===== config.mk =====
export PLATFORM = sky130hd
export DESIGN_NAME = matrix_result_writer
export DESIGN_NICKNAME = d
export VERILOG_FILES = /design/src/matrix_pool_pkg.sv /design/src/matrix_result_writer.sv
export SDC_FILE = /design/constraint.sdc
export NUM_CORES = 1
export LEC_CHECK = 0
export ABC_AREA = 1
export ABC_CLOCK_PERIOD_IN_PS = 2600
export BUFFER_PORTS_ARGS = -buffer_cell sky130_fd_sc_hd__buf_2
export CORE_MARGIN = 2
export CORE_UTILIZATION = 30
export DETAILED_ROUTE_END_ITERATION = 6
export HOLD_SLACK_MARGIN = 0.08
export SYNTH_ARGS = -nofsm -noshare
export SYNTH_HDL_FRONTEND = slang
export SYNTH_SLANG_ARGS = --single-unit

===== constraint.sdc =====
create_clock -name clk -period 2.6 [get_ports clk]
set_clock_uncertainty 0.2 [all_clocks]
set_input_delay 0.52 -clock clk [delete_from_list [all_inputs] [get_ports clk]]
set_output_delay 0.52 -clock clk [all_outputs]
set_load 0.05 [all_outputs]

===== src/matrix_pool_pkg.sv =====
package matrix_pool_pkg;

    localparam int ADDR_W = 12;
    localparam int DATA_W = 16;
    localparam int DIM_W = 6;

    // Register file word offsets, bus address bit 12 clear
    localparam logic [2:0] REG_SRC = 3'd0;
    localparam logic [2:0] REG_DST = 3'd1;
    localparam logic [2:0] REG_OROWS = 3'd2;
    localparam logic [2:0] REG_OCOLS = 3'd3;
    localparam logic [2:0] REG_WROWS = 3'd4;
    localparam logic [2:0] REG_WCOLS = 3'd5;
    localparam logic [2:0] REG_CTRL = 3'd6;
    localparam logic [2:0] REG_STATUS = 3'd7;

    typedef struct packed {
        logic [ADDR_W-1:0] src;
        logic [ADDR_W-1:0] dst;
        logic [DIM_W-1:0] orows;
        logic [DIM_W-1:0] ocols;
        logic [DIM_W-1:0] wrows;
        logic [DIM_W-1:0] wcols;
    } pool_cmd_t;

    typedef struct packed {
        logic [ADDR_W-1:0] addr;
        logic signed [DATA_W-1:0] value;
        logic last;
    } pool_result_t;

    typedef struct packed {
        logic cyc;
        logic stb;
        logic we;
        logic [ADDR_W:0] adr;
        logic [DATA_W-1:0] dat_w;
    } wb_req_t;

    typedef struct packed {
        logic ack;
        logic [DATA_W-1:0] dat_r;
    } wb_rsp_t;

    typedef struct packed {
        logic en;
        logic [ADDR_W-1:0] addr;
        logic [DATA_W-1:0] data;
    } spad_wr_t;

endpackage


===== src/matrix_result_writer.sv =====
`timescale 1ns/1ns
module matrix_result_writer import matrix_pool_pkg::*; (
    input  logic clk,
    input  logic reset,
    output logic res_pop,
    input  pool_result_t res_data,
    input  logic res_empty,
    output spad_wr_t wr,
    output logic done_event
);
    // Writer owns the port whenever it writes, so it never holds back
    assign res_pop = !res_empty;

    always_ff @(posedge clk) begin
        if (reset) begin
            wr.en <= 1'b0;
            done_event <= 1'b0;
        end else begin
            wr.en <= res_pop;
            done_event <= res_pop && res_data.last;
        end
    end

    always_ff @(posedge clk) begin
        if (res_pop) begin
            wr.addr <= res_data.addr;
            wr.data <= res_data.value;
        end
    end

endmodule


==> metrics.md <==
| Metric | Value |
|---|---|
| Status | finished with violations |
| Failing checks | design-rule violations |
| Met2 wire length | 749 µm |
| Drt wl/cell | 12.2 µm |
| Count of nets after finishing | 136 |
| Share of layout cells above drive strength 1 | 69.5% |
| Worst slew margin | 76.9% |
| GRT Util Overall | 9.86% |
| Yosys warns | 0 |
| Fin Setup TNS | 0 ns |
| Mapped Area | 901 µm² |
| Post-DRT Antenna Nets | 0 |
| Achievable frequency | 511 MHz |
| Worst Path Max Fanout | 17 |
| Post-CTS Setup Bufs | 0 |
| CP Data Required Time | 1.88 ns |
| Setup violations, final | 0 |
| Input/output buffers | 62 |
| Min-delay src | res_data[2] |
| I/O pins | 63 |
| Die ar. | 3460 µm² |
| Leakage | 0.581 nW |
| Worst hold-check path type | input port to flip-flop |
| RSZ-0062 raised after global routing | false |
| Startpoint types | input port |
| TritonCTS clock tree | built |
| Ant. Diodes | 0 |
| Pre-antenna DRT Iters | 7 |
| FF+latch count, synth | 30 |
| Final hold violations | 0 |
| Clk root buf | clkbuf_4 |
| CTS Sinks | 30 |
| CP endpoint kind | primary output |
| Cell Chain, Critical Path | buf_2 > inv_2 > buf_2 |
| Hold Path Cell Cnt | 1 |
| CTS Buf Count | 5 |
| Drt drc | 7 |
| Worst slew pin tran | 0.346 ns |
| Clk slew on worst S/H paths | 0.10 ns |
| Syn Area/Cell | 26.5 µm² |
| Maxcap violations | 0 |
| DIE HEIGHT | 58.8 µm |
| Cell mode on critical path | buf_2 |
| Core area | 2810 µm² |
| Final Slew Violations | 0 |
| VDD IR-drop max | 0.266 mV |
| First-pass GRT wire length | 2.26 mm |
| Die X | 58.8 µm |
| Placed Instance Area | 1260 µm² |
| Final wirelength | 1.66 mm |
| Seq/Total Area, Yosys | 97.8% |
| Worst EP arrival | 1.24 ns |
| Largest net degree at the start of global routing | 18 |
| Slowest stage delay, CP | 0.34 ns |
| Post-Syn Instances | 34 |
| Max Root-Sink Buffers | 2 |
| Gpl congestion | 0.655 |
| Final min period | 1.96 ns |
| Worst Hold End | wr[1] |
| FP Rows | 19 |
| Net Count, Synth | 66 |
| Power per cell area | 785 nW/µm² |
| Metal3 WL | 323 µm |
| Via/cell ratio | 4.13 |
| Crit path kind | input port to primary output |
| H-tree depth | 2 |
| Vias in the first global route | 524 |
| Antenna violations before repair | 0 |
| Post-route cell area | 1310 µm² |
| Routed vias | 562 |
| M1 WL | 542 µm |
| Yosys cell types | 6 |
| Post-CTS Hold Fix Bufs | 0 |
| Post_cts resized | 0 |
| Global route overflow | 0 |
| Area growth syn-to-layout | 45.6% |
| Highest metal used | met4 |
| DRT iter0 DRCs | 48 |
| Final cycle utilization of the critical path | 75.2% |
| Starting Density | 32.1% |
| Max stage delay cell, worst path | buf_2 |
[cells by family after synthesis]
kind of cell	after synthesis	synth area share, %
simple gates	3	1.81
flops	30	97.8
buf+inv	1	0.416
[final cells by class]
class | count | area [µm²]
inverter | 1 | 3.75
clock buffer | 5 | 37.5
multi-input combinational | 3 | 16.3
timing repair buffer | 63 | 318
fill | 252 | 1490
clock inverter | 3 | 16.3
tap | 31 | 38.8
sequential | 30 | 881
[cell usage after synthesis]
library cell   n  area [µm²]
inv_2          1        3.75
nor2_2         1        6.26
nand2_2        1        6.26
nor2_1         1        3.75
dfxtp_1        2        40.0
edfxtp_1      28         841
[worst max-delay path by stage]
| stage | startpoint | to | slack [ns] | depth (start not counted) |
|---|---|---|---|---|
| 3_5_place_dp | res_empty | res_pop | 0.63 | 3 |
| 5_1_grt | res_empty | res_pop | 0.59 | 3 |
| 2_1_floorplan | res_empty | res_pop | 0.88 | 1 |
| 6_report | res_empty | res_pop | 0.64 | 3 |
| 4_1_cts | res_empty | res_pop | 0.62 | 3 |
| 3_3_place_gp | res_empty | res_pop | 0.64 | 3 |
[worst max-delay path: cells and delay by family]
kind	cells	cell delay (ns)
buffers and inverters	3	0.71
[routing by layer]
metal	vias up	GRT usage [%]
met3	6	8.79
met5	-	0
li1	270	-
met1	242	8.36
met4	0	6.82
met2	44	14.8
[flip-flops by register name (all words and copies together) (netlist names)]
name,flops
done_event,1
wr,29
[per-stage QoR]
step	util [%]	setup slack, ns	power (mW)	hold slack (ns)	std cells
2_1_floorplan	-	0.884	0.730	0.387	34
3_3_place_gp	44.8	0.645	0.786	0.497	128
3_5_place_dp	44.8	0.625	0.788	0.498	128
4_1_cts	46.7	0.622	1.05	0.146	136
5_1_grt	46.7	0.588	1.07	0.136	136
6_report	46.7	0.644	1.03	0.164	136
[placed cells by master, fill, tap and decap left out, drive strengths merged]
master	count
edfxtp	28
clkinvlp	1
inv	1
clkinv	2
clkbuf	5
dfxtp	2
nand2	1
nor2	2
buf	63
[report_power, final]
group          total (mW)  internal (mW)  switching, mW
logic               0.201         0.0420          0.159
clock network       0.254          0.100          0.154
registers           0.575          0.567        0.00725
total                1.03          0.710          0.320
No activity file was read; power rests on OpenSTA's default activity.
