`src/matrix_pool_pkg.sv`:
```
package matrix_pool_pkg;

    localparam int ADDR_W = 12;
    localparam int DATA_W = 16;
    localparam int DIM_W = 6;

    // Register file word offsets, bus address bit 12 clear
    localparam logic [2:0] REG_SRC = 3'd0;
    localparam logic [2:0] REG_DST = 3'd1;
    localparam logic [2:0] REG_OROWS = 3'd2;
    localparam logic [2:0] REG_OCOLS = 3'd3;
    localparam logic [2:0] REG_WROWS = 3'd4;
    localparam logic [2:0] REG_WCOLS = 3'd5;
    localparam logic [2:0] REG_CTRL = 3'd6;
    localparam logic [2:0] REG_STATUS = 3'd7;

    typedef struct packed {
        logic [ADDR_W-1:0] src;
        logic [ADDR_W-1:0] dst;
        logic [DIM_W-1:0] orows;
        logic [DIM_W-1:0] ocols;
        logic [DIM_W-1:0] wrows;
        logic [DIM_W-1:0] wcols;
    } pool_cmd_t;

    typedef struct packed {
        logic [ADDR_W-1:0] addr;
        logic signed [DATA_W-1:0] value;
        logic last;
    } pool_result_t;

    typedef struct packed {
        logic cyc;
        logic stb;
        logic we;
        logic [ADDR_W:0] adr;
        logic [DATA_W-1:0] dat_w;
    } wb_req_t;

    typedef struct packed {
        logic ack;
        logic [DATA_W-1:0] dat_r;
    } wb_rsp_t;

    typedef struct packed {
        logic en;
        logic [ADDR_W-1:0] addr;
        logic [DATA_W-1:0] data;
    } spad_wr_t;

endpackage

```
`src/matrix_cmd_decode.sv`:
```
`timescale 1ns/1ns
module matrix_cmd_decode import matrix_pool_pkg::*; (
    input  logic clk,
    input  logic reset,
    input  wb_req_t wb_req,
    output wb_rsp_t wb_rsp,
    output logic cmd_push,
    output pool_cmd_t cmd_data,
    input  logic cmd_full,
    input  logic busy,
    input  logic done_event,
    output logic [ADDR_W-1:0] host_rd_addr,
    input  logic [DATA_W-1:0] host_rd_data,
    output spad_wr_t host_wr,
    input  logic host_wr_grant
);
    pool_cmd_t params;
    logic [7:0] done_count;
    logic ack;
    logic ack_next;
    logic req;
    logic is_mem;
    logic reg_wr;
    logic [2:0] reg_off;
    logic rd_mem;
    logic [DATA_W-1:0] reg_rdata;

    // A request is new until it has been acked once
    assign req = wb_req.cyc && wb_req.stb && !ack;
    assign is_mem = wb_req.adr[ADDR_W];
    assign reg_off = wb_req.adr[2:0];
    assign reg_wr = req && wb_req.we && !is_mem;

    assign cmd_push = reg_wr && (reg_off == REG_CTRL) && !cmd_full;
    assign cmd_data = params;
    assign host_rd_addr = wb_req.adr[ADDR_W-1:0];

    always_comb begin
        host_wr.en = req && wb_req.we && is_mem;
        host_wr.addr = wb_req.adr[ADDR_W-1:0];
        host_wr.data = wb_req.dat_w;
    end

    always_comb begin
        wb_rsp.ack = ack;
        wb_rsp.dat_r = rd_mem ? host_rd_data : reg_rdata;
    end

    // Memory writes wait for the port, CTRL writes wait for queue space
    always_comb begin
        if (!req) begin
            ack_next = 1'b0;
        end else if (is_mem) begin
            ack_next = wb_req.we ? host_wr_grant : 1'b1;
        end else if (wb_req.we && reg_off == REG_CTRL) begin
            ack_next = !cmd_full;
        end else begin
            ack_next = 1'b1;
        end
    end

    always_ff @(posedge clk) begin
        if (reset) begin
            ack <= 1'b0;
            done_count <= '0;
            params <= '0;
        end else begin
            ack <= ack_next;
            if (done_event) begin
                done_count <= done_count + 1'b1;
            end
            if (reg_wr) begin
                case (reg_off)
                    REG_SRC: params.src <= wb_req.dat_w[ADDR_W-1:0];
                    REG_DST: params.dst <= wb_req.dat_w[ADDR_W-1:0];
                    REG_OROWS: params.orows <= wb_req.dat_w[DIM_W-1:0];
                    REG_OCOLS: params.ocols <= wb_req.dat_w[DIM_W-1:0];
                    REG_WROWS: params.wrows <= wb_req.dat_w[DIM_W-1:0];
                    REG_WCOLS: params.wcols <= wb_req.dat_w[DIM_W-1:0];
                    default: ;
                endcase
            end
        end
    end

    always_ff @(posedge clk) begin
        rd_mem <= is_mem;
        case (reg_off)
            REG_SRC: reg_rdata <= DATA_W'(params.src);
            REG_DST: reg_rdata <= DATA_W'(params.dst);
            REG_OROWS: reg_rdata <= DATA_W'(params.orows);
            REG_OCOLS: reg_rdata <= DATA_W'(params.ocols);
            REG_WROWS: reg_rdata <= DATA_W'(params.wrows);
            REG_WCOLS: reg_rdata <= DATA_W'(params.wcols);
            REG_STATUS: reg_rdata <= {busy, 7'b0, done_count};
            default: reg_rdata <= '0;
        endcase
    end

    // The master must hold cyc for the whole cycle
    assert property (@(posedge clk) disable iff (reset) wb_rsp.ack |-> wb_req.cyc);

endmodule

```
`config.mk`:
```
export PLATFORM = sky130hd
export DESIGN_NAME = matrix_cmd_decode
export DESIGN_NICKNAME = d
export VERILOG_FILES = /design/src/matrix_pool_pkg.sv /design/src/matrix_cmd_decode.sv
export SDC_FILE = /design/constraint.sdc
export NUM_CORES = 1
export LEC_CHECK = 0
export ABC_AREA = 0
export BUFFER_PORTS_ARGS = -buffer_cell sky130_fd_sc_hd__buf_4
export CAP_MARGIN = 20
export CORE_MARGIN = 3
export CORE_UTILIZATION = 45
export CTS_BUF_LIST = sky130_fd_sc_hd__clkbuf_8
export DETAILED_ROUTE_END_ITERATION = 8
export GPL_TIMING_DRIVEN = 0
export PLACE_DENSITY = 0.83
export SLEW_MARGIN = 10
export SYNTH_ARGS = -nofsm -noshare
export SYNTH_HDL_FRONTEND = slang
export SYNTH_SLANG_ARGS = --single-unit
```
`constraint.sdc`:
```
create_clock -name clk -period 1.7 [get_ports clk]
set_input_delay 0.34 -clock clk [delete_from_list [all_inputs] [get_ports clk]]
set_output_delay 0.34 -clock clk [all_outputs]
set_load 0.05 [all_outputs]
```
==> results.sh, run 1 <==
export IMPL_run_status="finished with violations"
export IMPL_violations="negative setup slack"
export IMPL_ioPinCount=161
export IMPL_synth_adder_area_share_pct=0.3460
export IMPL_fmax_mhz=587.4
export IMPL_worstSetupEndpointType="primary output"
export IMPL_drtIter0Drc=241
export IMPL_num_antenna_cells=0
export IMPL_synth_seq_cells=71
export IMPL_yosysWarnings=0
export IMPL_power_frac_seq_pct=45.0
export IMPL_slowest_delay_ps=380
export IMPL_io_buffers=144
export IMPL_p_sw_share_pct=28.87
export IMPL_drt_total_wl_um=9949
export IMPL_critPathBufInv=2
export IMPL_ir_drop_mv=0.4065
export IMPL_pwr_share_clk_pct=33.4
export IMPL_vias=3128
export IMPL_clock_path_buffers=2
export IMPL_crit_path_frequent_cell="buf_6"
export IMPL_total_power_mw=3.760
export IMPL_ys_seq_area_share_pct=39.31
export IMPL_mostFrequentLayoutCells="buf_4, dfxtp_1, nand2b_1"
export IMPL_cp_max_fo=5
export IMPL_dpl_instance_area_um2=4825
export IMPL_yosys_area_share_simple_pct=19.24
export IMPL_hpwlAfterDp_um=7450
export IMPL_areaGrowthSynthToFinish_pct=43.67
export IMPL_p_sw_mw=1.086
export IMPL_cts_made_buffers=9
export IMPL_gr_total_overflow=0
export IMPL_cts_tree="done"
export IMPL_clk_pin_slew_ps=70
export IMPL_ys_top_cells_by_area="dfxtp_1, mux2i_1, nand2b_1"
export IMPL_syn_avg_cell_area_um2=10.04
export IMPL_period_share_pct=100.1
export IMPL_num_rows=32
export IMPL_fin_worst_skew_ps=8.800
export IMPL_critPathKind="flip-flop to primary output"
export IMPL_synth_top_area_share_pct=39.31
export IMPL_fin_area_um2=5195
export IMPL_worstMarginPinSlew_ps=548.6
export IMPL_synth_xor_area_share_pct=0.9689
export IMPL_drt_first_pass_iters=4
export IMPL_critPathSlowestCell="dfxtp_4"
export IMPL_path_cells="buf_6, mux2_2, buf_6"
export IMPL_arrival_ps=1360
export IMPL_nFillCells=615
export IMPL_drc=0
export IMPL_antenna_found_initial=0
export IMPL_hp_class="primary input to flip-flop"
export IMPL_cp_top_family="flip-flops"
export IMPL_grt_pass1_vias=3040
export IMPL_critPathLaunchType="flip-flop"
export IMPL_cts_htree_levels=3
export IMPL_async_flop_share_pct=0
export IMPL_cts_root_buffer="clkbuf_8"
export IMPL_fin_nets=573
export IMPL_synth_edf_count=0
export IMPL_finalHoldViolCount=0
export IMPL_yosys_mux_area_fraction_pct=24.15
export IMPL_grt_pass1_wl_um=14550
export IMPL_cp_required_ps=1360
export IMPL_synth_ff_type="dfxtp_1"
export IMPL_p_int_mw=2.675
export IMPL_rsz0062_at_grt="true"
export IMPL_wl_per_cell_um=15.94
export IMPL_insertion_delay_ps=350
export IMPL_relSlewSlack_pct=63.43
export IMPL_synthCells=360
export IMPL_setup_viol_count_final=1
export IMPL_synth_top_family_by_area="multiplexers"
export IMPL_dieHeight_um=95.64
export IMPL_synth_net_count=415
export IMPL_core_area_um2=7767
export IMPL_drv_cap=0
export IMPL_grt_use_total_pct=20.78
export IMPL_grt_max_degree=12
export IMPL_drive_above_1_share_pct=46.36
export IMPL_synth_compound_area_share_pct=4.429
export IMPL_final_common_cell="buf_4"
export IMPL_yosys_area_top_type="dfxtp_1"
export IMPL_ys_types=42
export IMPL_ant_nets=0
export IMPL_gp_congestion=0.8554
export IMPL_drt_vias_per_instance=5.013
export IMPL_cellPowerDensity_nw_per_um2=723.8
export IMPL_fp_dieW_um=95.64
export IMPL_clock_sinks=71
export IMPL_syn_area_um2=3616
export IMPL_p_leak_nw=2.584
export IMPL_p_comb_share_pct=21.6
export IMPL_initial_utilization_pct=46.55
export IMPL_die_area_um2=9147
export IMPL_drv_slew=0
export IMPL_period_minus_slack_ps=1702
export IMPL_layout_setup_ws_ps=-2.422
power by group through the flow:
| stage | combinational [mW] | sequential, mW | clock [mW] |
|---|---|---|---|
| 3_3_place_gp | 0.750 | 1.73 | 0 |
| 3_5_place_dp | 0.759 | 1.73 | 0 |
| 5_1_grt | 0.851 | 1.69 | 1.35 |
| 6_report | 0.811 | 1.69 | 1.26 |
| 4_1_cts | 0.786 | 1.69 | 1.26 |
| 2_1_floorplan | 0.507 | 1.74 | 0 |
worst reg2reg max path, delay by kind of cell, from the launching register on:
| kind | cells | cell delay (ps) |
|---|---|---|
| buffers and inverters | 3 | 530 |
| AND/OR/NAND/NOR | 2 | 440 |
| flip-flops | 1 | 340 |
| multiplexers | 1 | 220 |
synth_stat cells, types with 2 or more instances:
cell type   n
a21oi_1     4
mux2i_1    58
nand2b_1   60
and3_1      2
nand4_1     4
clkbuf_1    9
xor2_1      3
a22oi_1     3
o221ai_1    2
and2_1      5
and4b_1     2
dfxtp_1    71
buf_2       6
nand2_1    11
mux2_2     20
inv_1       3
o21ai_0     8
or3_1       2
nor2b_1     3
a221oi_1    2
mux4_2      3
nand3_1     6
nor2_1     12
buf_4      43
kinds of logic after synthesis:
| family | Yosys count |
|---|---|
| AO/OA/AOI/OAI | 24 |
| XOR/XNOR | 4 |
| adder cells (fa/ha/maj) | 1 |
| buffers and inverters | 64 |
| flip-flops | 71 |
| multiplexers | 81 |
| AND/OR/NAND/NOR | 115 |
state kept, by name, indices dropped and copies added, names as in the netlist:
signal      flops
rd_mem          1
ack             1
reg_rdata      13
done_count      8
cmd_data       48
path summary, 6_finish.rpt:
check	from	end	slack, ps	cells past startpoint
setup / recovery	rd_mem	wb_rsp[8]	-2	3
hold / removal	wb_req[28]	rd_mem	160	1
setup reg to reg	ack	cmd_data[47]	130	6
hold reg to reg	ack	ack	450	1
metal layers:
layer	routed length (µm)	track usage, %
met1	4085	25.49
met2	5142	36.88
met3	607	3.788
met4	113	6.043
met5	0	0
per-stage QoR:
step	setup WS, ps	TNS, ps	hold slack (ps)	cells	utilization [%]
finish	-2.422	-2.422	164.2	624	66.88
global route	-35.02	-166.0	157.3	624	66.88
CTS	-10.72	-19.76	152.5	623	65.75
detailed placement	-258.0	-2335	475.9	606	62.11
global placement	-259.6	-2207	456.2	606	62.11
floorplan	19.71	0	367.7	360	-
repair_timing:
action,CTS,global route
hold buffers,0,0
setup endpoints to repair,18,21
gates resized for setup,24,22
setup buffers,2,1
gates cloned,1,0
layout make-up:
class	instances	area, µm²	area share [%]
sequential	71	1426	27.46
multi-input combinational	225	1813	34.90
buffer	60	421.7	8.117
timing repair buffer	148	1217	23.43
clock inverter	6	53.80	1.036
tap	102	127.6	2.457
clock buffer	9	123.9	2.384
inverter	3	11.26	0.2168
(Power assumes the default switching activity.)
==> inputs of run 2 (changes only) <==
--- a/config.mk
+++ b/config.mk
@@ -9,11 +9,11 @@
 export BUFFER_PORTS_ARGS = -buffer_cell sky130_fd_sc_hd__buf_4
 export CAP_MARGIN = 20
 export CORE_MARGIN = 3
-export CORE_UTILIZATION = 45
+export CORE_UTILIZATION = 49
 export CTS_BUF_LIST = sky130_fd_sc_hd__clkbuf_8
 export DETAILED_ROUTE_END_ITERATION = 8
 export GPL_TIMING_DRIVEN = 0
-export PLACE_DENSITY = 0.83
+export PLACE_DENSITY = 0.89
 export SLEW_MARGIN = 10
 export SYNTH_ARGS = -nofsm -noshare
 export SYNTH_HDL_FRONTEND = slang
==> run 2 against run 1 <==
The flow now finishes without violations. Clock-buffer cell count rose by 1. Clock skew shrank 2.3 ps. Non-clock buffer count increased by 1. Maximum frequency rose by 0.78%. Largest power group unchanged. Register-to-register slack got worse by 30 ps.
==> results.sh, run 2 (synthesized netlist as in run 1, its figures left out) <==
export IMPL_run_status="finished clean"
export IMPL_dr_wl_met3_um=791
export IMPL_cp_top_family="flip-flops"
export IMPL_cts_htree_levels=3
export IMPL_rr_worst_depth=6
export IMPL_vias=3232
export IMPL_fin_tns_setup_ps=0
export IMPL_ir_drop_mv=0.5455
export IMPL_antenna_found_initial=0
export IMPL_total_power_mw=3.975
export IMPL_insertion_delay_ps=350
export IMPL_layout_setup_ws_ps=10.75
export IMPL_cts_tree="done"
export IMPL_r2r_end="cmd_data[44]"
export IMPL_worstHoldEndpoint="rd_mem"
export IMPL_crit_path_start="rd_mem"
export IMPL_dp_cells=600
export IMPL_r2r_setup_slack_ps=100
export IMPL_cp_depth=3
export IMPL_ant_nets=0
export IMPL_drv_cap=0
export IMPL_met2_length_um=5278
export IMPL_drtIter0Drc=178
export IMPL_top_layer_used="met4"
export IMPL_nFillCells=498
export IMPL_wl_per_cell_um=16.75
export IMPL_fp_dieW_um=91.91
export IMPL_worstHoldStart="wb_req[28]"
export IMPL_cp_required_ps=1360
export IMPL_fin_worst_skew_ps=6.536
export IMPL_arrival_ps=1350
export IMPL_initial_utilization_pct=51.79
export IMPL_rsz0062_at_grt="true"
export IMPL_cellPowerDensity_nw_per_um2=769.3
export IMPL_holdPathStages=1
export IMPL_post_place_ws_ps=-271.3
export IMPL_clock_path_buffers=2
export IMPL_relSlewSlack_pct=64.10
export IMPL_setup_viol_count_final=0
export IMPL_cp_max_fo=10
export IMPL_worstMarginPinSlew_ps=538.5
export IMPL_drive_above_1_share_pct=46.76
export IMPL_cts_made_buffers=9
export IMPL_seqCellArea_um2=1426
export IMPL_drt_total_wl_um=10390
export IMPL_io_buffers=144
export IMPL_path_cells="buf_8, mux2_2, buf_6"
export IMPL_drt_vias_per_instance=5.213
export IMPL_gr_total_overflow=0
export IMPL_grt_max_degree=13
export IMPL_r2r_start="ack"
export IMPL_slowest_delay_ps=370
export IMPL_finalHoldViolCount=0
export IMPL_grt_pass1_wl_um=16100
export IMPL_dieHeight_um=91.91
export IMPL_drt_first_pass_iters=4
export IMPL_drc=0
export IMPL_cts_hold_buf=0
export IMPL_clock_sinks=71
export IMPL_period_minus_slack_ps=1689
export IMPL_hpwlAfterDp_um=7681
export IMPL_final_common_cell="buf_4"
export IMPL_grt_use_total_pct=24.34
export IMPL_largest_reg_flops=48
export IMPL_clk_pin_slew_ps=70
export IMPL_critPathSlowestCell="dfxtp_4"
export IMPL_ioPinCount=161
export IMPL_gp_congestion=0.8731
export IMPL_critPathKind="flip-flop to primary output"
export IMPL_drv_slew=0
export IMPL_fin_nets=574
export IMPL_period_share_pct=99.37
export IMPL_cts_root_buffer="clkbuf_8"
export IMPL_num_antenna_cells=0
export IMPL_grt_pass1_vias=3265
export IMPL_mostFrequentLayoutCells="buf_4, dfxtp_1, nand2b_1"
export IMPL_critPathBufInv=2
export IMPL_core_area_um2=6982
export IMPL_fmax_mhz=592.0
export IMPL_areaGrowthSynthToFinish_pct=42.87
export IMPL_num_rows=30
export IMPL_critPathLaunchType="flip-flop"
export IMPL_wl_met1_um=4058
export IMPL_instances_no_fill=620
export IMPL_worstSetupEndpointType="primary output"
export IMPL_multi_input_area_um2=1783
export IMPL_die_area_um2=8447
export IMPL_hp_class="primary input to flip-flop"
export IMPL_p_leak_nw=2.565
## run 2: changes by cell type in the layout (fill, tap and decap cells not counted), sizes merged
cell | previous run | this run
clkbuf | 19 | 20
inv | 4 | 3
bufinv | 1 | 2
buf | 198 | 199
## run 2: area by class of cell
cell class,instances,area share [%]
tap,96,2.325
timing repair buffer,149,22.74
buffer,60,8.307
clock buffer,10,2.664
sequential,71,27.61
inverter,3,0.2180
clock inverter,6,1.623
multi-input combinational,225,34.51
## run 2: worst max path at each step
| stage | to | slack [ps] |
|---|---|---|
| global route | host_wr[28] | -30 |
| detailed placement | wb_rsp[10] | -270 |
| global placement | wb_rsp[6] | -230 |
| finish | wb_rsp[7] | 10 |
| CTS | wb_rsp[10] | -20 |
| floorplan | wb_rsp[10] | 20 |
## run 2: timing repair
action,4_1_cts,5_1_grt
buffers inserted,4,1
endpoints found under the setup margin,18,24
resized for setup,23,6
pin swaps,0,0
gates cloned,0,0
## run 2: report_power, final
group | leakage [nW] | switching [mW] | total (mW) | internal (mW)
registers | 0.574 | 0.0150 | 1.69 | 1.68
clock network | 0.116 | 0.626 | 1.49 | 0.860
logic | 1.88 | 0.469 | 0.796 | 0.327
total | 2.57 | 1.11 | 3.97 | 2.86
## run 2: through the flow
stage               hold slack [ps]  utilization [%]  instance area, µm²
finish                        167.5            74.00                5166
global route                  168.4            74.00                5166
CTS                           164.6            73.58                5137
detailed placement            468.8            69.00                4817
global placement              454.6            69.00                4817
floorplan                     367.7                -                3616
## run 2: per-layer routing
metal / track usage (%) / vias to the layer above
li1: - / 1518
met2: 42.27 / 136
met5: 0 / -
met4: 11.01 / 0
met1: 28.00 / 1560
met3: 6.235 / 18
