## config.mk

```make
export PLATFORM = sky130hd
export DESIGN_NAME = matrix_fifo
export DESIGN_NICKNAME = d
export VERILOG_FILES = /design/src/matrix_fifo.sv
export SDC_FILE = /design/constraint.sdc
export NUM_CORES = 1
export LEC_CHECK = 0
export BUFFER_PORTS_ARGS = -buffer_cell sky130_fd_sc_hd__buf_2
export CORE_AREA = 2 2 39 41
export CTS_CLUSTER_DIAMETER = 120
export DETAILED_ROUTE_END_ITERATION = 10
export DIE_AREA = 0 0 41 43
export PLACE_DENSITY = 0.38
export SETUP_SLACK_MARGIN = 0.2
export SLEW_MARGIN = 5
export SYNTH_ARGS = -nofsm -noshare
export SYNTH_HDL_FRONTEND = slang
export SYNTH_SLANG_ARGS = --single-unit
export TNS_END_PERCENT = 20
```

## constraint.sdc

```tcl
create_clock -name clk -period 1.7 [get_ports clk]
set_input_delay 0.34 -clock clk [delete_from_list [all_inputs] [get_ports clk]]
set_output_delay 0.34 -clock clk [all_outputs]
set_load 0.02 [all_outputs]
```

## src/matrix_fifo.sv

```systemverilog
`timescale 1ns/1ns
module matrix_fifo #(
    parameter type payload_t = logic,
    parameter int DEPTH = 2
) (
    input  logic clk,
    input  logic reset,
    input  logic push,
    input  payload_t push_data,
    output logic full,
    input  logic pop,
    output payload_t pop_data,
    output logic empty
);
    localparam int PTR_W = (DEPTH > 1) ? $clog2(DEPTH) : 1;

    payload_t mem [DEPTH];
    logic [PTR_W-1:0] wr_ptr;
    logic [PTR_W-1:0] rd_ptr;
    logic [PTR_W:0] count;

    assign full = count == (PTR_W+1)'(DEPTH);
    assign empty = count == '0;
    assign pop_data = mem[rd_ptr];

    always_ff @(posedge clk) begin
        if (push) begin
            mem[wr_ptr] <= push_data;
        end
    end

    // Pointers wrap explicitly so any depth works
    always_ff @(posedge clk) begin
        if (reset) begin
            wr_ptr <= '0;
            rd_ptr <= '0;
            count <= '0;
        end else begin
            if (push) begin
                wr_ptr <= (wr_ptr == PTR_W'(DEPTH - 1)) ? '0 : wr_ptr + 1'b1;
            end
            if (pop) begin
                rd_ptr <= (rd_ptr == PTR_W'(DEPTH - 1)) ? '0 : rd_ptr + 1'b1;
            end
            count <= count + (PTR_W+1)'(push) - (PTR_W+1)'(pop);
        end
    end

    assert property (@(posedge clk) disable iff (reset) !(push && full));
    assert property (@(posedge clk) disable iff (reset) !(pop && empty));

endmodule

```

==> results of run 1 <==
-- cells in the final DEF (no fill, tap or decap), drive strengths merged --
cell type,netlist,layout
ha,2,2
xnor3,1,1
and2,1,1
xnor2,2,2
nor2b,3,3
clkbuf,0,4
edfxtp,2,2
nor2,5,5
buf,0,7
inv,2,2
mux2,1,1
dfxtp,5,5
-- routing by layer --
| metal | GRT usage [%] | part of all wire [%] | vias up |
|---|---|---|---|
| met3 | 5.24 | 9.6 | 5 |
| li1 | - | - | 97 |
| met2 | 9.06 | 46 | 7 |
| met1 | 5.90 | 35 | 88 |
| met5 | 0 | 0 | - |
| met4 | 14.0 | 9.4 | 0 |
-- kinds of logic (layout without fill, tap and decap cells) --
group,after synthesis,after routing,share of synthesized area [%]
XOR/XNOR,3,3,13.9
adder cells (fa/ha/maj),2,2,8.69
buffers and inverters,2,13,2.61
flip-flops,7,7,55.7
multiplexers,1,1,3.91
AND/OR/NAND/NOR,9,9,15.2
-- cell type report --
type	instances	area (um^2)	share of cell area [%]
Clock buffer	4	26.3	7.12
Inverter	2	7.51	2.03
Multi-Input combinational cell	15	120	32.5
Sequential cell	7	160	43.4
Tap cell	16	20.0	5.42
Timing Repair Buffer	7	35.0	9.49
-- per-stage QoR --
step,cells,power [uW],setup slack [ns],hold WS [ns],cell area (um^2)
3_5_place_dp,47,321,0.391,0.516,343
6_report,51,469,0.327,0.273,369
5_1_grt,51,504,0.293,0.263,369
2_1_floorplan,24,289,0.559,0.412,288
3_3_place_gp,47,317,0.434,0.501,343
4_1_cts,51,482,0.307,0.260,369
-- critical path, cell delays in order, from the launching register on --
cell and delay, ns:
dfxtp_1 0.31, mux2_2 0.32, buf_2 0.16
-- worst paths after layout --
path	start	endpoint	slack, ns	cells after the start
hold reg to reg	rd_ptr$_SDFFE_PP0P_	rd_ptr$_SDFFE_PP0P_	0.52	2
setup / recovery	flop	pop_data	0.33	2
hold / removal	push_data	mem[0]$_DFFE_PP_	0.27	1
setup reg to reg	count[0]$_SDFF_PP0_	count[1]$_SDFF_PP0_	0.49	6
-- power groups by stage --
stage | clock [uW] | combinational, uW | sequential (uW)
after detailed placement | 0 | 112 | 209
after CTS | 164 | 113 | 205
after floorplan | 0 | 83.0 | 206
after global placement | 0 | 109 | 208
final | 154 | 110 | 205
after global routing | 174 | 123 | 207
==> reports/qor.txt, run 1 <==
Root Driver: clkbuf_4
DR DRC count: 0
# hold bufs at CTS: 0
Die width: 41 um
Largest net degree at the start of global routing: 6
Fmax: 728 MHz
Hold Fails Final Rpt: 0
Largest area contributor in the netlist: dfxtp_1
Internal power: 342 uW
Vias: 197
Sw power: 127 uW
GRT Overall Usage: 7.88%
Final setup violation count: 0
Top-area cell type share of the netlist area: 34.8%
Dpl hpwl: 323 um
Flop pwr share: 43.7%
Initial Util: 20.8%
Std cell rows: 14
IO buf count: 7
Peak VDD IR: 367 uV
Maxcap violations: 0
Status: finished, final reports clean
TritonCTS clock tree: yes
Resized cells post-CTS: 0
Leak: 0.000168 uW
Die area: 1760 um^2
Period minus WS final: 1.37 ns
Switching part of the total: 27.0%
Antenna Cells: 0
Comb power frac: 23.4%
Core ar.: 1380 um^2
Synth Instances: 24
Crit. End Element: output pin
Async SR Flop Fraction: 0%
Final WL: 417 um
DR pass1 iterations: 1
Clk sink count: 7
Global route total overflow: 0
CP Data Required Time: 1.36 ns
Setup TNS: 0 ns
Main synth FF type: dfxtp_1
# Post-CTS Setup Buffers: 0
Vias per std cell: 3.86
Post-synth top cells: dfxtp_1, nor2_1, nor2b_1
Antenna violations before repair: 0
Yosys cell types: 10
H-tree levels: 1
ANT nets after route: 0
Synthesized net count: 31
Clock Tree Buf Depth: 2
Avg WL per Cell: 8.18 um
First-pass GRT wire length: 759 um
Part of the power in the clock network: 32.8%
Fill cells: 150
P&R area growth vs syn: 28.3%
Post-synth EDFFs: 2
WS Path Type: reg2out
Placer congestion estimate: 0.589
Seq/Total Area, Yosys: 55.7%
Post-layout utilization of the core: 26.7%
Ports: 8
Nets: 43
Clock Skew: 0.00443 ns
Slew Viols, Final: 0
Period utilisation layout: 80.8%
Post-Syn Area: 288 um^2
Normalized max-slew margin: 88.1%
Avg Cell Area, Syn: 12.0 um^2
RSZ-0062 raised after global routing: false
Crit start category: flop
Die H: 43 um
Clk_lat worst skew: 0.26 ns
Pwr/cell area: 1270 nW/um^2
Clk slew on worst S/H paths: 0.05 ns
Layout cell share with drive strength beyond 1: 31.4%
Least-Margin Pin Slew: 0.177 ns
Ys Warns: 0
CTS Buf Count: 3
Vias in the first global route: 195
Area contributors post-synth: dfxtp_1, edfxtp_1, ha_1, xnor3_1, nor2_1
#FFs+latches synth: 7
Starting DRT DRC Count: 0
Worst-path maximum fanout: 1
Worst EP arrival: 1.03 ns
Hold Crit Class: in2reg
No activity file was read; power rests on OpenSTA's default activity.
==> inputs of run 2 (changes only) <==
--- a/config.mk
+++ b/config.mk
@@ -5,12 +5,13 @@
 export SDC_FILE = /design/constraint.sdc
 export NUM_CORES = 1
 export LEC_CHECK = 0
+export ABC_AREA = 1
 export BUFFER_PORTS_ARGS = -buffer_cell sky130_fd_sc_hd__buf_2
 export CORE_AREA = 2 2 39 41
 export CTS_CLUSTER_DIAMETER = 120
 export DETAILED_ROUTE_END_ITERATION = 10
 export DIE_AREA = 0 0 41 43
-export PLACE_DENSITY = 0.38
+export PLACE_DENSITY = 0.39
 export SETUP_SLACK_MARGIN = 0.2
 export SLEW_MARGIN = 5
 export SYNTH_ARGS = -nofsm -noshare
==> constraint.sdc (replaced) <==
create_clock -name clk -period 1.31 [get_ports clk]
set_input_delay 0.262 -clock clk [delete_from_list [all_inputs] [get_ports clk]]
set_output_delay 0.262 -clock clk [all_outputs]
set_load 0.02 [all_outputs]
==> run 2 against run 1 <==
  * Die area unchanged
  * Largest cell class unchanged
  * Critical path depth is the same
  * Critical endpoint unchanged
  * Sequential share of layout area down 2.8 points
  * Hold slack got worse by 0.066 ns
  * Synthesized cell count up 46%
  * Routed wire length is 20% higher
  * Critical path type unchanged
==> reports/qor.txt, run 2 <==
Top-area cell type share of the netlist area: 33.5%
Hold Fails Final Rpt: 0
Synth Instances: 35
Flop pwr share: 44.3%
Met3 Usage GRT: 6.81%
Starting DRT DRC Count: 1
Hold Crit Class: in2reg
Dpl hpwl: 391 um
Most frequent cell after synthesis: inv_1
Post-layout utilization of the core: 28.9%
Period utilisation layout: 98.0%
ANT nets after route: 0
DP Area: 358 um^2
Ports: 8
Clk sink count: 7
Most frequent cells in the layout: inv_1, nor2_1, nand2_1, buf_2
XOR/XNOR share of the synthesized area: 2.93%
Final Cell Area: 400 um^2
Fill cells: 161
Clock Tree Buf Depth: 2
Area contributors post-synth: dfxtp_1, edfxtp_1, inv_1, nor2_1, ha_1
Leak: 0.000204 uW
Min Hold Slack: 0.207 ns
Worst Hold Depth: 1
Avg Cell Area, Syn: 8.54 um^2
Synth Area in Compound Gates: 1.67%
Maxcap violations: 0
Vias: 229
Post-synthesis simple-gate area fraction: 18.4%
Core ar.: 1380 um^2
Layer with the highest usage: met2
Ys Warns: 0
Normalized max-slew margin: 88.4%
Clock Skew: 0.000681 ns
R2r worst-path depth: 9
Initial Util: 21.6%
Crit. End Element: output pin
Post-Syn Area: 299 um^2
DR DRC count: 0
Fmax: 779 MHz
Die area: 1760 um^2
Async SR Flop Fraction: 0%
Worst-path maximum fanout: 1
Register area: 163 um^2
CTS Buf Count: 3
Root Driver: clkbuf_4
Internal power: 422 uW
Largest area contributor in the netlist: dfxtp_1
DR pass1 iterations: 2
Synthesized net count: 42
GRT Overall Usage: 7.95%
Post-synthesis adder-cell area fraction: 8.37%
Post-synthesis mux area share: 3.77%
Worst EP arrival: 1.02 ns
Antenna violations before repair: 0
Slew Viols, Final: 0
TritonCTS clock tree: yes
Vias in the first global route: 205
Clk_lat worst skew: 0.25 ns
Least-Margin Pin Slew: 0.173 ns
Main synth FF type: dfxtp_1
HP Start: push_data
Yosys cell types: 11
P&R area growth vs syn: 33.9%
Reg2reg start: count[0]$_SDFF_PP0_
IO buf count: 7
Vias per std cell: 3.69
CP Data Required Time: 1.05 ns
Antenna Cells: 0
Clk slew on worst S/H paths: 0.06 ns
Avg WL per Cell: 8.05 um
Layout cell share with drive strength beyond 1: 30.4%
Status: finished, final reports clean
Largest family of logic cells by synthesized area: simple AND/OR/NAND/NOR gates
Nets: 54
Std cell rows: 14
Met2 usage: 10.0%
Peak VDD IR: 264 uV
Largest net degree at the start of global routing: 6
GRT met1 Usage: 7.12%
Sw power: 162 uW
Pwr/cell area: 1460 nW/um^2
Period minus WS final: 1.28 ns
Area of the multi-input gates: 111 um^2
WS Path Type: reg2out
Commonest non-fill, non-tap cell in the layout: inv_1
#FFs+latches synth: 7
Switching part of the total: 27.7%
First-pass GRT wire length: 821 um
Crit start category: flop
Comb power frac: 21.7%
# Post-CTS Setup Buffers: 0
# hold bufs at CTS: 0
Die H: 43 um
RSZ-0062 raised after global routing: true
H-tree levels: 1
Final WL: 499 um
Final setup violation count: 0
Placer congestion estimate: 0.657
Post-synth top cells: inv_1, nor2_1, dfxtp_1, nand2_1
Post-synth EDFFs: 2
Die width: 41 um
Part of the power in the clock network: 34.0%
Global route total overflow: 0
Worst setup path startpoint: mem[0]$_DFFE_PP_
Seq/Total Area, Yosys: 53.6%
Setup TNS: 0 ns
## run 2: cell count changes in the layout (fill, tap and decap cells not counted), moves of 2 or more
cell / previous run / this run
inv_1: 2 / 9
nand2_1: 0 / 4
buf_2: 7 / 4
nor2_1: 5 / 8
nor2b_1: 3 / 0
buf_4: 0 / 2
dfxtp_1: 5 / 3
dfxtp_2: 0 / 2
## run 2: critical path, stage by stage, from the launching register on
cell and delay (ns):
edfxtp_1 0.36, mux2_4 0.28, buf_6 0.13
## run 2: power by group through the flow
stage | Clock (uW) | Sequential (uW) | Combinational [uW]
global placement | 0 | 262 | 114
floorplan | 0 | 260 | 81.8
detailed placement | 0 | 262 | 115
finish | 199 | 259 | 127
global route | 229 | 262 | 142
CTS | 210 | 258 | 122
## run 2: area by class of cell
class / count / share of cell area (%)
well taps: 16 / 5.00
clock buffers: 4 / 6.56
inverters: 9 / 8.44
flip-flops and latches: 7 / 40.6
multi-input cells: 19 / 27.8
repair buffers: 7 / 11.6
## run 2: metrics by stage
stage / std cells / total power, uW / setup slack [ns]
floorplan: 35 / 341 / 0.147
global placement: 58 / 376 / 0.0365
detailed placement: 58 / 377 / 0.0321
CTS: 62 / 590 / 0.0107
global route: 62 / 633 / -0.0309
finish: 62 / 584 / 0.0259
## run 2: timing repair
action,in CTS,in global routing
gates cloned,0,0
gates resized for setup,4,2
pin swaps,0,1
setup endpoints to repair,4,5
## run 2: cells by family after synthesis
group                      count (synthesis)
AOI/OAI and AO/OA                          1
xor gates and xnor gates                   1
adders and majority gates                  2
buffers and inverters                      9
DFF                                        7
muxes                                      1
and+or+nand+nor                           14
## run 2: routing by layer
layer  up-vias  wire length, um
met5         -                0
met4         0                0
met1        99              228
met2         4              234
met3         0               37
li1        126                -
## run 2: final timing paths
kind                              end  slack [ns]
setup / recovery             pop_data        0.03
hold / removal       mem[1]$_DFFE_PP_        0.21
setup reg to reg  count[1]$_SDFF_PP0_        0.07
hold reg to reg   rd_ptr$_SDFFE_PP0P_        0.51
==> inputs of run 3 (changes only) <==
--- a/config.mk
+++ b/config.mk
@@ -12,7 +12,7 @@
 export DETAILED_ROUTE_END_ITERATION = 10
 export DIE_AREA = 0 0 41 43
 export PLACE_DENSITY = 0.39
-export SETUP_SLACK_MARGIN = 0.2
+export SETUP_SLACK_MARGIN = 0.02
 export SLEW_MARGIN = 5
 export SYNTH_ARGS = -nofsm -noshare
 export SYNTH_HDL_FRONTEND = slang
==> run 3 against run 2 <==
  * Sequential power is essentially flat
  * Register-to-register slack gained 0.04 ns
  * Clock skew grew 0.0044 ns
  * Sequential cell count is the same
  * Global-route usage fell by 1.1 points
  * Power up 1.1%
  * Critical endpoint unchanged
  * Largest power group unchanged
==> reports/qor.txt, run 3 (same netlist as run 2, synthesis figures left out) <==
DR pass1 iterations: 4
Crit start category: flop
Normalized max-slew margin: 88.0%
Maxcap violations: 0
ANT nets after route: 0
Placer congestion estimate: 0.694
WP buf/inv: 1
Vias in the first global route: 189
Clk_lat worst skew: 0.25 ns
Clk sink count: 7
DR DRC count: 0
Root Driver: clkbuf_4
Slowest-stage cell, CP: edfxtp_1
Antenna Cells: 0
Clk slew on worst S/H paths: 0.05 ns
Avg WL per Cell: 7.33 um
Die width: 41 um
Global route total overflow: 0
Layout cell share with drive strength beyond 1: 38.3%
IO buf count: 7
CTS Buf Count: 3
Period utilisation layout: 96.8%
Leak: 0.000213 uW
Most frequent cells in the layout: inv_1, nor2_1, buf_2
Clock Tree Buf Depth: 2
Vias: 234
Die area: 1760 um^2
First-pass GRT wire length: 745 um
Final WL: 462 um
Std cell rows: 14
GRT Overall Usage: 6.88%
H-tree levels: 1
TritonCTS clock tree: yes
Final Cell Area: 422 um^2
Worst EP arrival: 1.01 ns
DP Area: 362 um^2
Antenna violations before repair: 0
P&R area growth vs syn: 41.0%
Post-layout utilization of the core: 30.5%
Worst-path maximum fanout: 1
# hold bufs at CTS: 0
CP Cell Sequence: mux2_4, buf_6
CP Data Required Time: 1.05 ns
Top delay family on crit path: flip-flops
Crit. End Element: output pin
RSZ-0062 raised after global routing: true
Dpl hpwl: 341 um
Least-Margin Pin Slew: 0.178 ns
Period minus WS final: 1.27 ns
Ports: 8
WS Path Type: reg2out
Vias per std cell: 3.71
Clock Skew: 0.00508 ns
Status: finished, final reports clean
Starting DRT DRC Count: 5
Final setup violation count: 0
Hold Crit Class: in2reg
# Post-CTS Setup Buffers: 0
Die H: 43 um
Fmax: 789 MHz
Slew Viols, Final: 0
Peak VDD IR: 542 uV
Largest stage delay on the critical path: 0.35 ns
Largest net degree at the start of global routing: 6
Pwr/cell area: 1400 nW/um^2
Core ar.: 1380 um^2
Hold Fails Final Rpt: 0
Initial Util: 21.6%
Nets: 55
[run 3: power breakdown]
| group | switching (uW) | leakage, uW | internal (uW) | total, uW |
|---|---|---|---|---|
| Sequential | 10.5 | 0.0000607 | 247 | 258 |
| Combinational | 78.4 | 0.000137 | 65.2 | 144 |
| Clock | 73.5 | 0.0000150 | 116 | 189 |
| Total | 162 | 0.000213 | 428 | 591 |
[run 3: timing repair]
item	in CTS	in global routing
resized for setup	3	7
pin swaps	0	2
setup endpoints to repair	1	2
[run 3: final cells by class]
cell class	count	area (um^2)
well taps	16	20.0
clock buffers	4	26.3
inverters	9	33.8
flip-flops and latches	7	161
fillers	149	962
multi-input cells	19	131
repair buffers	8	48.8
[run 3: worst register-to-register path: cells and delay by family (launching register included)]
family                   cells  cell delay, ns
AO/OA/AOI/OAI                1            0.12
AND/OR/NAND/NOR              2            0.10
flip-flops                   1            0.32
buffers and inverters        3            0.14
adder cells (fa/ha/maj)      2            0.41
[run 3: path summary, 6_finish.rpt]
| path | start | cells after the start | slack [ns] | endpoint |
|---|---|---|---|---|
| max | mem[0]$_DFFE_PP_ | 2 | 0.04 | pop_data |
| min | push_data | 1 | 0.20 | mem[1]$_DFFE_PP_ |
| max reg2reg | count[0]$_SDFF_PP0_ | 8 | 0.11 | count[1]$_SDFF_PP0_ |
| min reg2reg | wr_ptr$_SDFFE_PP0P_ | 2 | 0.51 | wr_ptr$_SDFFE_PP0P_ |
[run 3: per-stage QoR]
step	total power (uW)	hold slack, ns	instances	TNS (ns)	setup slack (ns)
global placement	382	0.456	59	0	0.0290
floorplan	339	0.333	35	0	0.0989
CTS	586	0.194	63	0	0.0313
global route	635	0.191	63	-0.00626	-0.00626
finish	591	0.204	63	0	0.0420
detailed placement	381	0.460	59	0	0.0322
[run 3: routing by layer]
metal	track usage (%)	share of wire (%)	vias to the layer above
li1	-	-	128
met1	7.57	44	102
met2	8.44	51	4
met3	6.28	4.8	0
met4	4.00	0	0
met5	0	0	-
